==> src/hammerparrot_pkg.sv <==
package hammerparrot_pkg;

  // Word address, data and trace ROM widths
  localparam int HP_ADDR_W    = 12;
  localparam int HP_DATA_W    = 32;
  localparam int HP_TRACE_W   = 20;
  localparam int HP_CMD_W     = 4;
  localparam int HP_PAYLOAD_W = HP_TRACE_W - HP_CMD_W;

  // Control space register select values
  localparam logic [1:0] HP_REG_WR_COUNT = 2'd0;

  // Trace commands sit in the top nibble of each ROM word
  typedef enum logic [HP_CMD_W-1:0] {
    CMD_SET_BASE  = 4'h1,
    CMD_SET_COUNT = 4'h2,
    CMD_SET_SEED  = 4'h3,
    CMD_END       = 4'hf
  } hp_trace_cmd_e;

  typedef enum logic {
    OP_READ  = 1'b0,
    OP_WRITE = 1'b1
  } hp_op_e;

  // The top address bit picks between the memory array and the control registers
  typedef struct packed {
    logic                 space;
    logic [HP_ADDR_W-2:0] index;
  } hp_mem_view_s;

  typedef struct packed {
    logic                 space;
    logic [HP_ADDR_W-4:0] unused;
    logic [1:0]           reg_sel;
  } hp_ctrl_view_s;

  typedef union packed {
    hp_mem_view_s  mem;
    hp_ctrl_view_s ctrl;
  } hp_addr_u;

endpackage

==> src/hp_link_if.sv <==
`timescale 1ns/10ps

interface hp_link_if ();

  // Request channel
  logic                                   req_valid;
  logic                                   req_ready;
  hammerparrot_pkg::hp_op_e               req_op;
  hammerparrot_pkg::hp_addr_u             req_addr;
  logic [hammerparrot_pkg::HP_DATA_W-1:0] req_wdata;

  // Response channel, no back-pressure
  logic                                   rsp_valid;
  logic [hammerparrot_pkg::HP_DATA_W-1:0] rsp_rdata;

  modport requester (
    output req_valid, req_op, req_addr, req_wdata,
    input  req_ready, rsp_valid, rsp_rdata
  );

  modport responder (
    input  req_valid, req_op, req_addr, req_wdata,
    output req_ready, rsp_valid, rsp_rdata
  );

endinterface

==> src/link_arbiter.sv <==
`timescale 1ns/10ps

module link_arbiter (
  input  logic         hammerparrot_clk,
  input  logic         rst_n_i,
  hp_link_if.responder host,
  hp_link_if.responder load,
  hp_link_if.requester mem
);

  localparam logic [1:0] ST_IDLE = 2'd0;
  localparam logic [1:0] ST_FWD  = 2'd1;
  localparam logic [1:0] ST_WAIT = 2'd2;

  logic [1:0] state_q;
  logic       owner_q;         // Set when the loader holds the grant
  logic       favour_load_q;
  logic       pick_load;
  logic       fwd;
  logic       rsp_done;

  // On a tie the favoured side wins, otherwise whoever is asking
  assign pick_load = load.req_valid && (!host.req_valid || favour_load_q);
  assign fwd       = (state_q == ST_FWD);
  assign rsp_done  = (state_q == ST_WAIT) && mem.rsp_valid;

  always_ff @(posedge hammerparrot_clk or negedge rst_n_i)
  begin
    if (!rst_n_i)
    begin
      state_q       <= ST_IDLE;
      owner_q       <= 1'b0;
      favour_load_q <= 1'b0;
    end
    else
      case (state_q)
        ST_IDLE:
          if (host.req_valid || load.req_valid)
          begin
            owner_q <= pick_load;
            state_q <= ST_FWD;
          end
        ST_FWD: if (mem.req_valid && mem.req_ready) state_q <= ST_WAIT;
        ST_WAIT:
          if (mem.rsp_valid)
          begin
            state_q       <= ST_IDLE;
            favour_load_q <= !owner_q;
          end
        default: state_q <= ST_IDLE;
      endcase
  end

  //////////////////////////////////////////////////
  // Request steering from the owner to memory

  assign mem.req_valid = fwd && (owner_q ? load.req_valid : host.req_valid);
  assign mem.req_op    = owner_q ? load.req_op    : host.req_op;
  assign mem.req_addr  = owner_q ? load.req_addr  : host.req_addr;
  assign mem.req_wdata = owner_q ? load.req_wdata : host.req_wdata;

  assign host.req_ready = fwd && !owner_q && mem.req_ready;
  assign load.req_ready = fwd && owner_q && mem.req_ready;

  //////////////////////////////////////////////////
  // Response goes back only to the owner

  assign host.rsp_valid = rsp_done && !owner_q;
  assign load.rsp_valid = rsp_done && owner_q;
  assign host.rsp_rdata = mem.rsp_rdata;
  assign load.rsp_rdata = mem.rsp_rdata;

endmodule

==> src/flat_wrapper.sv <==
// flat-port wrapper written by rule: the top's interface ports become plain ports
module link_arbiter_flat 
  (hammerparrot_clk, rst_n_i, host_req_valid, host_req_op, host_req_addr, host_req_wdata, host_req_ready, host_rsp_valid, host_rsp_rdata, load_req_valid, load_req_op, load_req_addr, load_req_wdata, load_req_ready, load_rsp_valid, load_rsp_rdata, mem_req_valid, mem_req_op, mem_req_addr, mem_req_wdata, mem_req_ready, mem_rsp_valid, mem_rsp_rdata);
  hp_link_if host_i ();
  hp_link_if load_i ();
  hp_link_if mem_i ();
  input  logic hammerparrot_clk;
  input  logic rst_n_i;
  input wire logic [$bits(host_i.req_valid)-1:0] host_req_valid;
  input wire logic [$bits(host_i.req_op)-1:0] host_req_op;
  input wire logic [$bits(host_i.req_addr)-1:0] host_req_addr;
  input wire logic [$bits(host_i.req_wdata)-1:0] host_req_wdata;
  output wire logic [$bits(host_i.req_ready)-1:0] host_req_ready;
  output wire logic [$bits(host_i.rsp_valid)-1:0] host_rsp_valid;
  output wire logic [$bits(host_i.rsp_rdata)-1:0] host_rsp_rdata;
  input wire logic [$bits(load_i.req_valid)-1:0] load_req_valid;
  input wire logic [$bits(load_i.req_op)-1:0] load_req_op;
  input wire logic [$bits(load_i.req_addr)-1:0] load_req_addr;
  input wire logic [$bits(load_i.req_wdata)-1:0] load_req_wdata;
  output wire logic [$bits(load_i.req_ready)-1:0] load_req_ready;
  output wire logic [$bits(load_i.rsp_valid)-1:0] load_rsp_valid;
  output wire logic [$bits(load_i.rsp_rdata)-1:0] load_rsp_rdata;
  output wire logic [$bits(mem_i.req_valid)-1:0] mem_req_valid;
  output wire logic [$bits(mem_i.req_op)-1:0] mem_req_op;
  output wire logic [$bits(mem_i.req_addr)-1:0] mem_req_addr;
  output wire logic [$bits(mem_i.req_wdata)-1:0] mem_req_wdata;
  input wire logic [$bits(mem_i.req_ready)-1:0] mem_req_ready;
  input wire logic [$bits(mem_i.rsp_valid)-1:0] mem_rsp_valid;
  input wire logic [$bits(mem_i.rsp_rdata)-1:0] mem_rsp_rdata;
  assign host_i.req_valid = host_req_valid;
  assign host_i.req_op = host_req_op;
  assign host_i.req_addr = host_req_addr;
  assign host_i.req_wdata = host_req_wdata;
  assign host_req_ready = host_i.req_ready;
  assign host_rsp_valid = host_i.rsp_valid;
  assign host_rsp_rdata = host_i.rsp_rdata;
  assign load_i.req_valid = load_req_valid;
  assign load_i.req_op = load_req_op;
  assign load_i.req_addr = load_req_addr;
  assign load_i.req_wdata = load_req_wdata;
  assign load_req_ready = load_i.req_ready;
  assign load_rsp_valid = load_i.rsp_valid;
  assign load_rsp_rdata = load_i.rsp_rdata;
  assign mem_req_valid = mem_i.req_valid;
  assign mem_req_op = mem_i.req_op;
  assign mem_req_addr = mem_i.req_addr;
  assign mem_req_wdata = mem_i.req_wdata;
  assign mem_i.req_ready = mem_req_ready;
  assign mem_i.rsp_valid = mem_rsp_valid;
  assign mem_i.rsp_rdata = mem_rsp_rdata;
  link_arbiter u_core (.hammerparrot_clk(hammerparrot_clk), .rst_n_i(rst_n_i), .host(host_i), .load(load_i), .mem(mem_i));
endmodule
==> config.mk <==
export PLATFORM = sky130hd
export DESIGN_NAME = link_arbiter_flat
export DESIGN_NICKNAME = d
export VERILOG_FILES = /design/src/hammerparrot_pkg.sv /design/src/hp_link_if.sv /design/src/link_arbiter.sv /design/src/flat_wrapper.sv
export SDC_FILE = /design/constraint.sdc
export NUM_CORES = 1
export LEC_CHECK = 0
export BUFFER_PORTS_ARGS = -buffer_cell sky130_fd_sc_hd__buf_2
export CAP_MARGIN = 20
export CORE_AREA = 2 2 94 96
export DETAILED_ROUTE_END_ITERATION = 16
export DIE_AREA = 0 0 96 98
export PLACE_DENSITY_LB_ADDON = 0.1
export SLEW_MARGIN = 20
export SYNTH_ARGS = -nofsm -noshare
export SYNTH_HDL_FRONTEND = slang
export SYNTH_SLANG_ARGS = --single-unit
==> constraint.sdc <==
create_clock -name hammerparrot_clk -period 1.2 [get_ports hammerparrot_clk]
set_clock_uncertainty 0.15 [all_clocks]
set_input_delay 0.06 -clock hammerparrot_clk [delete_from_list [all_inputs] [get_ports hammerparrot_clk]]
set_output_delay 0.06 -clock hammerparrot_clk [all_outputs]
set_load 0.005 [all_outputs]
==> results summary, run 1 <==
The flow ran to the end, but the final reports show violations. The checks that failed: negative setup slack. The synthesized cell area is 1250 µm². Setup repair after global routing could not meet its margin everywhere. The data required time at the worst endpoint came out at 0.99 ns. The critical path runs through a total of 3 cells. The number of port buffers came out at 145. The count of unique library cells instantiated by Yosys came out at 16. The number of antenna diodes in the final layout is 0. The die span in y came out at 98 µm.

In the final layout, the multi-input gates occupy 716 µm². The total global routing overflow came out at 0. The worst register-to-register path has a depth of 4. The HPWL after detailed placement came out at 4030 µm. The worst setup path is captured at an output pin. Grouping stages by cell kind, the critical path spends the most delay in flip-flops.

The number of failing hold endpoints at the final stage is 0. The predominant post-synthesis flop cell is dfrtp_1. The count of buffer and inverter cells on the critical path is 2. The total iterations of the first detailed-routing run came out at 3.

The number of placement rows came out at 34. The die is 96 µm wide. The number of nets handed over by synthesis was 265. The total routing usage reported by global routing is 8.84%. Max-cap violations in this run came to 0. The slowest stage of the critical path belongs to the cell dfrtp_2. The detailed-route via count is 1,394. The area occupied by registers is 101 µm². The tree is rooted in a clkbuf_8. The number of antenna violations at the first check in global routing is 0. Entering global routing, the biggest net connects 29 pins. The slew at the pin closest to its max-slew limit is 0.213 ns. The proportion of netlist area held by the largest area contributor is 41.3%. The flop and latch count out of synthesis is 4.

The number of buffers created by CTS came out at 3. The number of flops mapped to enable cells by yosys came out at 0. Timing analysis after detailed placement gives a worst setup slack of -0.121 ns. Setup violations remaining at the end of the flow were counted as 54. The maximum fanout along the worst path is 28. Of the synthesized area, sequential elements account for 7.98%. The min-delay analysis places its worst path in the category in2async. The share of the clock period used by the worst path after layout came out at 129%.

The final instance area is 2310 µm². The total DRC errors in the routed layout came out at 0. After detailed routing, the total wire length is 5190 µm. The worst endpoint data arrival time is 1.34 ns. The upper clock frequency limit is 646 MHz. Dividing the detail-routed via count by the number of cells gives 3.78. The number of H-tree branching levels is 1. The most frequently used cell type in the post-synthesis netlist is buf_4. The number of pins exceeding their max-slew limit in the final report is 0. The mean area per synthesized cell is 9.16 µm².

The post-route netlist has 79.7% of its cells at a drive strength greater than 1. The number of sinks handled by clock tree synthesis came out at 4. For this run, asynchronously set or reset flops after synthesis account for 100%. The worst voltage drop across the vdd grid is 0.896 mV.

The first-pass GRT wire length came out at 6560 µm. The number of top-level pins is 242. Setup slack on the critical path of the routed design comes to -0.347 ns. The starting density of the core came out at 14.8%. The type of the worst setup path is reg2out.

Routability-driven placement finished with a final weighted congestion of 0.719. The cell count after synthesis came out at 137. The sum of internal, switching and leakage power is 3.48 mW. The CTS tree is yes. The post-CTS clock slew at the launch and capture registers of the worst setup and hold paths came out at 0.04 ns. Sorting the synthesized cells by area gives the leading types as mux2_2 (41%), buf_4 (39%), dfrtp_1 (8.0%). The final sum of negative setup slack is -15.45 ns.

Dividing total power by cell area gives a power density of 1510 nW/µm². The biggest area consumer among synthesized cells is mux2_2. The largest buffer count on any clock path is 2. The static leakage is 1.21 nW.

The via count of the first global-routing pass came to 1,321. Measured against its own limit, the worst slew margin works out to 85.8%. The detail route stage leaves a number of antenna-violating nets equal to 0. STA classifies the critical path startpoint as a flop.

The core region is 8470 µm². After synthesis, the most frequently instantiated cells are buf_4 (65), mux2_2 (46), dfrtp_1 (4), nor2_1 (4), buf_2 (3). The final standard cell utilization of the core came out at 27.3%. The die outline area is 9410 µm². Counting the fill cells in the layout gives 944. The count of warnings emitted by yosys came out at 0.

The violation count after the first detailed-route iteration is 21. In the final routed layout, each cell accounts on average for 14.1 µm. For this run, the slowest stage of the critical path takes 0.41 ns. The post-layout net count is 390.

The clock latency on the worst-skew pair is 0.22 ns. The area growth from synthesis to layout came out at 84.0%. Traced cell by cell, the critical path runs through buf_12, mux2_2, buf_2. The post-route minimum period came out at 1.55 ns. The placement-stage cell area is 1660 µm².
-- sequential cells by signal (all words and copies together) (netlist names) --
register / cells
u_core.state_q: 2
u_core.owner_q: 1
u_core.favour_load_q: 1
-- final timing paths --
check | startpoint | to | slack [ns]
max | u_core.owner_q | mem_req_wdata[12] | -0.35
min | rst_n_i | u_core.favour_load_q | 0.02
max reg2reg | u_core.owner_q | u_core.state_q[0] | -0.19
min reg2reg | u_core.favour_load_q | u_core.favour_load_q | 0.38
max in group asynchronous | rst_n_i | u_core.owner_q | 0.74
min in group hammerparrot_clk | mem_req_ready | u_core.state_q[0] | 0.05
-- layer usage --
| metal | vias to the layer above | track usage [%] | share of wire, % |
|---|---|---|---|
| met4 | 0 | 1.43 | 0.65 |
| met5 | - | 0 | 0 |
| met2 | 111 | 16.3 | 51 |
| met3 | 8 | 2.62 | 13 |
| met1 | 624 | 9.93 | 35 |
| li1 | 651 | - | - |
-- cell families (layout without fill, tap and decap cells) --
logic type / count (synthesis) / in the layout / share of synthesized area (%)
buffers and inverters: 72 / 196 / 42.5
DFF: 4 / 4 / 7.98
muxes: 47 / 47 / 42.4
and+or+nand+nor: 10 / 10 / 4.39
AOI/OAI and AO/OA: 4 / 4 / 2.79
-- power by group --
group / leakage, nW / internal [mW] / switching, mW
logic: 1.14 / 1.83 / 1.08
registers: 0.0471 / 0.201 / 0.0658
clock network: 0.0228 / 0.228 / 0.0791
total: 1.21 / 2.26 / 1.22
-- final cells by class --
class	count	share of cell area (%)
timing repair buffer	190	56.5
multi-input combinational	61	31.0
tap	108	5.85
sequential	4	4.39
clock buffer	4	1.95
inverter	2	0.325
-- placed cells by master (no fill, tap or decap), drive strengths merged --
| cell type | count |
|---|---|
| buf | 155 |
| mux2 | 46 |
| dlygate4sd3 | 35 |
| nor2 | 4 |
| clkbuf | 4 |
| dfrtp | 4 |
| nor3b | 2 |
| nand3b | 2 |
| inv | 2 |
| mux2i | 1 |
| a211oi | 1 |
| a2bb2oi | 1 |
| nand2 | 1 |
| or3 | 1 |
| o211a | 1 |
| o32ai | 1 |
-- what timing repair did --
| item | CTS | global route |
|---|---|---|
| pin swaps | 1 | 1 |
| hold buffers | 35 | 0 |
| setup buffers | 1 | 3 |
| hold endpoints to repair | 70 | 0 |
| resized for setup | 17 | 27 |
| setup endpoints to repair | 53 | 54 |
-- through the flow --
step	hold WS, ns	instances
2_1_floorplan	-0.386	137
6_report	0.0214	369
5_1_grt	0.0491	369
3_3_place_gp	-0.274	326
3_5_place_dp	-0.276	326
4_1_cts	0.0159	366
Power figures use the tool's default switching activity.
==> inputs of run 2 (changes only) <==
--- a/config.mk
+++ b/config.mk
@@ -7,9 +7,12 @@
 export LEC_CHECK = 0
 export BUFFER_PORTS_ARGS = -buffer_cell sky130_fd_sc_hd__buf_2
 export CAP_MARGIN = 20
-export CORE_AREA = 2 2 94 96
+export CELL_PAD_IN_SITES_DETAIL_PLACEMENT = 0
+export CELL_PAD_IN_SITES_GLOBAL_PLACEMENT = 1
+export CORE_AREA = 2 2 95 97
+export CTS_CLUSTER_SIZE = 25
 export DETAILED_ROUTE_END_ITERATION = 16
-export DIE_AREA = 0 0 96 98
+export DIE_AREA = 0 0 97 99
 export PLACE_DENSITY_LB_ADDON = 0.1
 export SLEW_MARGIN = 20
 export SYNTH_ARGS = -nofsm -noshare
==> constraint.sdc (replaced) <==
create_clock -name hammerparrot_clk -period 1.9 [get_ports hammerparrot_clk]
set_clock_uncertainty 0.15 [all_clocks]
set_input_delay 0.095 -clock hammerparrot_clk [delete_from_list [all_inputs] [get_ports hammerparrot_clk]]
set_output_delay 0.095 -clock hammerparrot_clk [all_outputs]
set_load 0.005 [all_outputs]
==> results summary, run 2 (same netlist as run 1, synthesis figures left out) <==
The worst setup path is captured at an output pin. The net switching share of the total power came out at 37.0% (+1.9 points). In the final layout, the registers with the most flip-flops are u_core.state_q (2), u_core.favour_load_q (1), u_core.owner_q (1).

The maximum fanout along the worst path came out at 14 (-50%). The post-layout net count is 352 (-9.7%). The number of failing hold endpoints at the final stage came to 0 (unchanged).

The total DRC errors in the routed layout came out at 0 (unchanged). The detailed-route via count is 1,241 (-11%). From synthesis to final layout, the design area changed by 35.2%. The number of buffers added for setup after CTS came out at 0 (-1). The HPWL after detailed placement is 3960 µm (-1.8%). The final worst setup slack is 0.141 ns (+0.489 ns). The final sum of negative setup slack was 0 ns (+15.45 ns). The commonest non-fill, non-tap cell in the layout is buf_2. The first-pass GRT wire length came out at 6610 µm (+0.75%). The pre-CTS setup slack came out at 0.367 ns (+0.488 ns).

By startpoint and endpoint, the worst setup path is classified as reg2out. The number of setup violations in the final report is 0 (-100%). The number of H-tree branching levels is 1 (unchanged). The number of placement rows was 34 (unchanged).

Clock tree synthesis selected as its root buffer the cell clkbuf_8. The antenna diode count came out at 0 (unchanged). The final RePlAce weighted congestion is 0.693 (-3.6%). Ranked by flip-flop count, first place goes to u_core.state_q. The upper clock frequency limit is 569 MHz.

The post-CTS clock slew at the launch and capture registers of the worst setup and hold paths is 0.03 ns (about the same). The worst setup path is launched from a flop. The total routing usage reported by global routing is 8.50% (-0.34 points). The worst endpoint data arrival time was 1.51 ns (+0.17 ns). The total global routing overflow was 0 (unchanged).

The sum of internal, switching and leakage power was 1.63 mW (-53%). The clock network fraction of total power is 11.9% (+3.1 points). Subtracting the final worst setup slack from the clock period gives 1.76 ns. The ratio of cells with drive above 1 in the final layout is 89.7% (+10 points). The pin count of the biggest net entering global routing came out at 15 (-48%).

The internal cell power came out at 1.03 mW (-55%). The number of top-level pins was 242 (unchanged). The flip-flop count of the largest register after layout was 2 (unchanged). The worst voltage drop across the vdd grid is 0.206 mV (-77%). The sequential power share is 13.5% (+5.8 points). The share of power burned in combinational logic is 74.6% (-8.9 points). The violation count after the first detailed-route iteration came out at 23 (+9.5%). The total iterations of the first detailed-routing run is 3 (unchanged). The worst relative slew slack is 78.4% (-7.3 points). The clock latency on the worst-skew pair came out at 0.22 ns (about the same). The core box area is 8550 µm² (+1.0%). The number of pins exceeding their max-slew limit in the final report came to 0 (unchanged).

The via count of the first global-routing pass is 1,269 (-3.9%). The data required time at the worst endpoint came out at 1.65 ns (+0.66 ns). Setup repair after global routing left no endpoint under its margin. The static leakage was 0.900 nW (-25%).

The total net switching power is 604 µW (-51%). The number of maximum-capacitance constraint violations came out at 0 (unchanged). The routed via count divided by cell count came to 3.75 (-0.76%). The number of antenna violations at the first check in global routing came out at 0 (unchanged). The power density over the cells came out at 961 nW/µm² (-36%).

The largest buffer count on any clock path came out at 2 (unchanged). The share of the clock period used by the worst path after layout came out at 92.6%. The slew at the pin closest to its max-slew limit came to 0.324 ns (+0.111 ns).

The die outline area came out at 9600 µm² (+2.1%). The mean routed wirelength per cell is 13.3 µm (-5.4%). The final-layout worst hold slack is 0.0400 ns (+0.0186 ns).

Leaving out fill and tap cells, the most frequent cells in the layout are buf_2 (145), mux2_2 (46), nor2_1 (4), buf_4 (4). The placement-stage cell area is 1620 µm² (-2.4%). The number of sinks handled by clock tree synthesis came out at 4 (unchanged). The final instance area came to 1700 µm² (-27%). The starting density of the core is 14.7% (-0.15 points). The count of antenna-violating nets left after detailed routing came out at 0 (unchanged). The run finished with clean final reports. The number of port buffers came out at 145 (unchanged).

TritonCTS built the clock tree. The die outline width came out at 97 µm (+1.0%). The die span in y is 99 µm (+1.0%). The classification of the worst-slack hold path is in2out. The number of buffers created by CTS is 3 (unchanged).

The final wirelength came out at 4410 µm (-15%).
run 2: cell types whose count changed in the layout (fill, tap and decap cells not counted), moves of 2 or more:
cell / delta
nor3b_2: -2
dlygate4sd3_1: -32
mux2_2: +20
buf_12: -2
buf_4: -3
buf_6: -21
mux2_4: -20
buf_2: +20
nor3b_1: +2
run 2: layout make-up:
cell class / instances / area (µm²)
Clock buffer: 4 / 45.0
Fill cell: 971 / 6850
Inverter: 2 / 7.51
Multi-Input combinational cell: 61 / 622
Sequential cell: 4 / 101
Tap cell: 108 / 135
Timing Repair Buffer: 152 / 786
run 2: stage by stage:
| stage | std cells | util (%) |
|---|---|---|
| 6_report | 331 | 19.8 |
| 5_1_grt | 331 | 19.8 |
| 4_1_cts | 331 | 19.8 |
| 3_5_place_dp | 324 | 19.0 |
| 3_3_place_gp | 324 | 19.0 |
| 2_1_floorplan | 137 | - |
run 2: power groups by stage:
stage	clock network, mW	registers, mW	logic [mW]
after CTS	0.200	0.219	1.25
final	0.194	0.220	1.22
after global placement	0	0.223	1.27
after global routing	0.207	0.233	1.33
after floorplan	0	0.154	0.924
after detailed placement	0	0.220	1.24
run 2: repair_timing:
item                      4_1_cts  5_1_grt
hold buffers                    3        0
resized for setup               0        0
hold endpoints to repair        6        0
run 2: routing by layer:
layer | global-route usage [%] | vias to the layer above | routed length (µm)
met5 | 0 | - | 0
met4 | 3.58 | 0 | 74
met3 | 3.55 | 17 | 623
met2 | 16.4 | 121 | 2400
met1 | 7.81 | 532 | 1300
li1 | - | 571 | -
run 2: worst max-delay path, stage by stage, from the launching register on:
cell and delay, ns:
dfrtp_2 0.55, buf_4 0.26, mux2_2 0.35, buf_2 0.13
run 2: path summary, 6_finish.rpt:
path	startpoint	to	slack (ns)	cells after the start
setup / recovery	u_core.owner_q	mem_req_wdata[20]	0.14	3
hold / removal	mem_rsp_rdata[2]	load_rsp_rdata[2]	0.04	0
setup reg to reg	u_core.owner_q	u_core.favour_load_q	0.48	3
hold reg to reg	u_core.favour_load_q	u_core.favour_load_q	0.37	1
max in group asynchronous	rst_n_i	u_core.owner_q	1.39	2
min in group asynchronous	rst_n_i	u_core.favour_load_q	0.08	2
==> inputs of run 3 (changes only) <==
--- a/config.mk
+++ b/config.mk
@@ -5,14 +5,14 @@
 export SDC_FILE = /design/constraint.sdc
 export NUM_CORES = 1
 export LEC_CHECK = 0
+export ABC_AREA = 1
 export BUFFER_PORTS_ARGS = -buffer_cell sky130_fd_sc_hd__buf_2
 export CAP_MARGIN = 20
 export CELL_PAD_IN_SITES_DETAIL_PLACEMENT = 0
 export CELL_PAD_IN_SITES_GLOBAL_PLACEMENT = 1
-export CORE_AREA = 2 2 95 97
+export CORE_UTILIZATION = 15
 export CTS_CLUSTER_SIZE = 25
 export DETAILED_ROUTE_END_ITERATION = 16
-export DIE_AREA = 0 0 97 99
 export PLACE_DENSITY_LB_ADDON = 0.1
 export SLEW_MARGIN = 20
 export SYNTH_ARGS = -nofsm -noshare
==> results summary, run 3 <==
The number of flops mapped to enable cells by yosys came to 0 (unchanged). The total global routing overflow came out at 0 (unchanged). The area growth from synthesis to layout is 29.3%. The core box area came out at 8340 µm² (-2.5%).

The proportion of netlist area held by the largest area contributor is 41.4% (+0.10 points). The biggest area consumer among synthesized cells is nand2_1. The clock latency on the worst-skew pair came to 0.22 ns (about the same). The path class of the tightest hold or removal check is in2reg.

The total iterations of the first detailed-routing run was 3 (unchanged). In the layout the commonest cells are buf_2 (145), nand2_1 (144), inv_1 (5). The worst register-to-register path begins at u_core.owner_q. The number of port buffers came out at 145 (unchanged). The largest registers in the layout are u_core.state_q (2), u_core.favour_load_q (1), u_core.owner_q (1). The slew at the pin closest to its max-slew limit is 0.317 ns (-0.00666 ns). The slack of the worst reg-to-reg path came to 0.53 ns (+0.05 ns). The stage delay of the slowest cell on the critical path is 0.42 ns (-0.13 ns). The final RePlAce weighted congestion was 0.666 (-4.0%). The number of failing hold endpoints at the final stage came out at 1 (+1). The endpoint identified for the worst register-to-register timing path is u_core.state_q[1]. The first-pass GRT wire length is 5710 µm (-14%). nand2_1 is the most common cell in the netlist. The total routing usage reported by global routing was 8.04% (-0.46 points).

The share of flip-flops with an asynchronous set or reset after synthesis was 100% (unchanged). The register with the most flip-flops in the final layout is u_core.state_q. The flow ran to the end, but the final reports show violations. The via count of the first global-routing pass came out at 1,397 (+10%). The slowest stage of the critical path is the dfrtp_2 cell. The sequential share of the synthesized area came out at 7.66% (-0.31 points). The simple-gate share of the synthesized area came out at 44.4% (+40 points). The checks that failed: negative hold slack. Among all flip-flop cells after synthesis, the most frequent one is dfrtp_1. The count of antenna-violating nets left after detailed routing is 0 (unchanged). The number of maximum-capacitance constraint violations came out at 0 (unchanged). The placement-stage cell area came to 1620 µm² (+0.15%). The starting density of the core came out at 15.7% (+0.98 points).

The count of buffer and inverter cells on the critical path is 3 (+1). The post-route minimum period was 1.58 ns (-0.178 ns). The count of unique library cells instantiated by Yosys came out at 14 (-2).

The worst reg-to-reg path cell count came to 7 (+4). The count of warnings emitted by yosys came out at 0 (unchanged). In this design, the largest share of critical-path delay is due to buffers and inverters. The adder and majority gate portion of the synthesized area came to 0% (unchanged).

The library cell used most frequently in the layout, excluding fill and tap cells, is buf_2. The worst relative slew slack was 78.6% (+0.22 points). The routed via count divided by cell count came to 3.61 (-3.7%). The flip-flop count of the largest register after layout is 2 (unchanged). In the post-synthesis netlist, the biggest area contributors are nand2_1 (41%), buf_4 (37%), dfrtp_1 (7.7%). The compound-cell area share of the yosys netlist came to 2.11% (-0.68 points).

The final sum of negative setup slack is 0 ns (unchanged). The number of antenna violations at the first check in global routing is 0 (unchanged). The share of the clock period used by the worst path after layout is 83.2% (-9.3 points). The number of sinks handled by clock tree synthesis is 4 (unchanged). Setup repair after global routing left no endpoint under its margin. The number of H-tree branching levels came out at 1 (unchanged).

The mean area per synthesized cell was 5.40 µm² (-41%). The number of setup violations in the final report is 0 (unchanged). STA classifies the critical path startpoint as a flop. The type of the worst setup path is reg2out. The static leakage was 1.15 nW (+27%).

The total DRC errors in the routed layout is 0 (unchanged). The upper clock frequency limit came out at 632 MHz (+11%). The final standard cell utilization of the core is 20.3% (+0.41 points). The number of buffers created by CTS is 3 (unchanged). STA classifies the critical path endpoint as an output pin.

The proportion of synthesized area in mux cells came out at 0% (-42 points). The mean routed wirelength per cell is 9.53 µm (-28%). The cell type with the highest occurrence count on the critical path is nand2_1. In this run the worst setup path terminates at mem_req_valid. The final instance area is 1690 µm² (-0.44%).

The number of placement rows is 33 (-2.9%). The synthesized net count is 370 (+40%). Counting instances in the post-synthesis netlist gives the leading cell types as nand2_1 (144), buf_4 (65), buf_6 (6).

The maximum fanout along the worst path is 27 (+13). The largest buffer count on any clock path came out at 2 (unchanged). The critical path goes through inv_2, buf_4, nand2_1, nand2_1, nor2_2, buf_2. In this run the worst setup path begins at u_core.owner_q. The number of gates on the worst path with buffers counted came out at 6 (+3). The flop and latch count out of synthesis was 4 (unchanged). The final wirelength was 4060 µm (-7.9%). The die outline width came out at 95.3 µm (-1.7%). The die span in y came out at 95.3 µm (-3.7%). The fraction of synthesized cell area in xor and xnor cells is 0% (unchanged). The number of buffers added for setup after CTS came to 0 (unchanged). The worst endpoint data arrival time came out at 1.34 ns (-0.17 ns). The cell count after synthesis is 242 (+77%). The worst voltage drop across the vdd grid is 0.423 mV (+110%). The final-layout fill cell count came out at 1,004 (+3.4%). The ratio of cells with drive above 1 in the final layout is 48.0% (-42 points). The power density over the cells came out at 904 nW/µm² (-5.9%). The final-layout worst hold slack came out at -0.000834 ns (-0.0408 ns). The post-layout net count was 450 (+28%). The number of pins exceeding their max-slew limit in the final report came to 0 (unchanged). The data required time at the worst endpoint came out at 1.65 ns (about the same). The die outline area is 9090 µm² (-5.4%). The synthesized cell area is 1310 µm² (+4.1%).

The violation count after the first detailed-route iteration was 32 (+39%). The pin count of the biggest net entering global routing is 51 (+36). The cell sitting at the root of the clock tree is a clkbuf_8. The post-CTS clock slew at the launch and capture registers of the worst setup and hold paths is 0.04 ns (about the same). The detailed-route via count is 1,538 (+24%). The antenna diode count came out at 0 (unchanged). The number of top-level pins came out at 242 (unchanged). TritonCTS built the clock tree. After synthesis, the largest family of logic cells by area is buffers and inverters. The HPWL after detailed placement is 3270 µm (-18%).
==> run 3: cell count changes in the layout (fill, tap and decap cells not counted), moves of 3 or more <==
cell / change
nand2_1: +143
mux2_2: -46
o21ai_0: +4
inv_1: +3
==> run 3: layout make-up <==
cell class / instances / area (µm²) / area share, %
Sequential cell: 4 / 101 / 6.00
Timing Repair Buffer: 150 / 781 / 46.2
Inverter: 6 / 22.5 / 1.33
Tap cell: 105 / 131 / 7.78
Multi-Input combinational cell: 157 / 608 / 36.0
Clock buffer: 4 / 45.0 / 2.67
==> run 3: power by group <==
part | total [mW] | internal [mW] | switching (mW)
logic | 1.18 | 0.520 | 0.661
registers | 0.154 | 0.125 | 0.0285
clock network | 0.192 | 0.144 | 0.0484
total | 1.53 | 0.789 | 0.738
==> run 3: cell families after synthesis <==
group / Yosys count
DFF: 4
and+or+nand+nor: 152
buffers and inverters: 81
AOI/OAI and AO/OA: 5
==> run 3: through the flow <==
step | total power, mW | setup slack, ns | cells
5_1_grt | 1.74 | 0.207 | 426
4_1_cts | 1.58 | 0.285 | 426
2_1_floorplan | 0.996 | 0.781 | 242
3_5_place_dp | 1.37 | 0.516 | 420
3_3_place_gp | 1.41 | 0.532 | 420
6_report | 1.53 | 0.319 | 426
==> run 3: metal layers <==
metal	part of all wire, %	track usage [%]
met4	1.9	2.90
met2	54	17.4
met1	32	6.47
met5	0	0
met3	12	2.39
==> run 3: worst min-delay path: stages <==
cell	delay, ns
buf_2	0.08
nand3b_1	0.09
nand2_1	0.05
==> run 3: worst min-delay path by stage <==
stage	startpoint	endpoint	slack, ns	depth (start not counted)
5_1_grt	load_req_valid	u_core.owner_q	0.03	3
2_1_floorplan	rst_n_i	u_core.favour_load_q	-0.35	0
6_report	mem_rsp_valid	u_core.state_q[1]	-0.0008	3
4_1_cts	mem_rsp_valid	u_core.state_q[1]	0.006	3
3_5_place_dp	rst_n_i	u_core.state_q[1]	-0.24	1
3_3_place_gp	rst_n_i	u_core.state_q[0]	-0.24	1
==> run 3: repair_timing <==
item / CTS / global route
hold endpoints to repair: 5 / 0
hold buffers: 2 / 0
gates resized for setup: 0 / 0
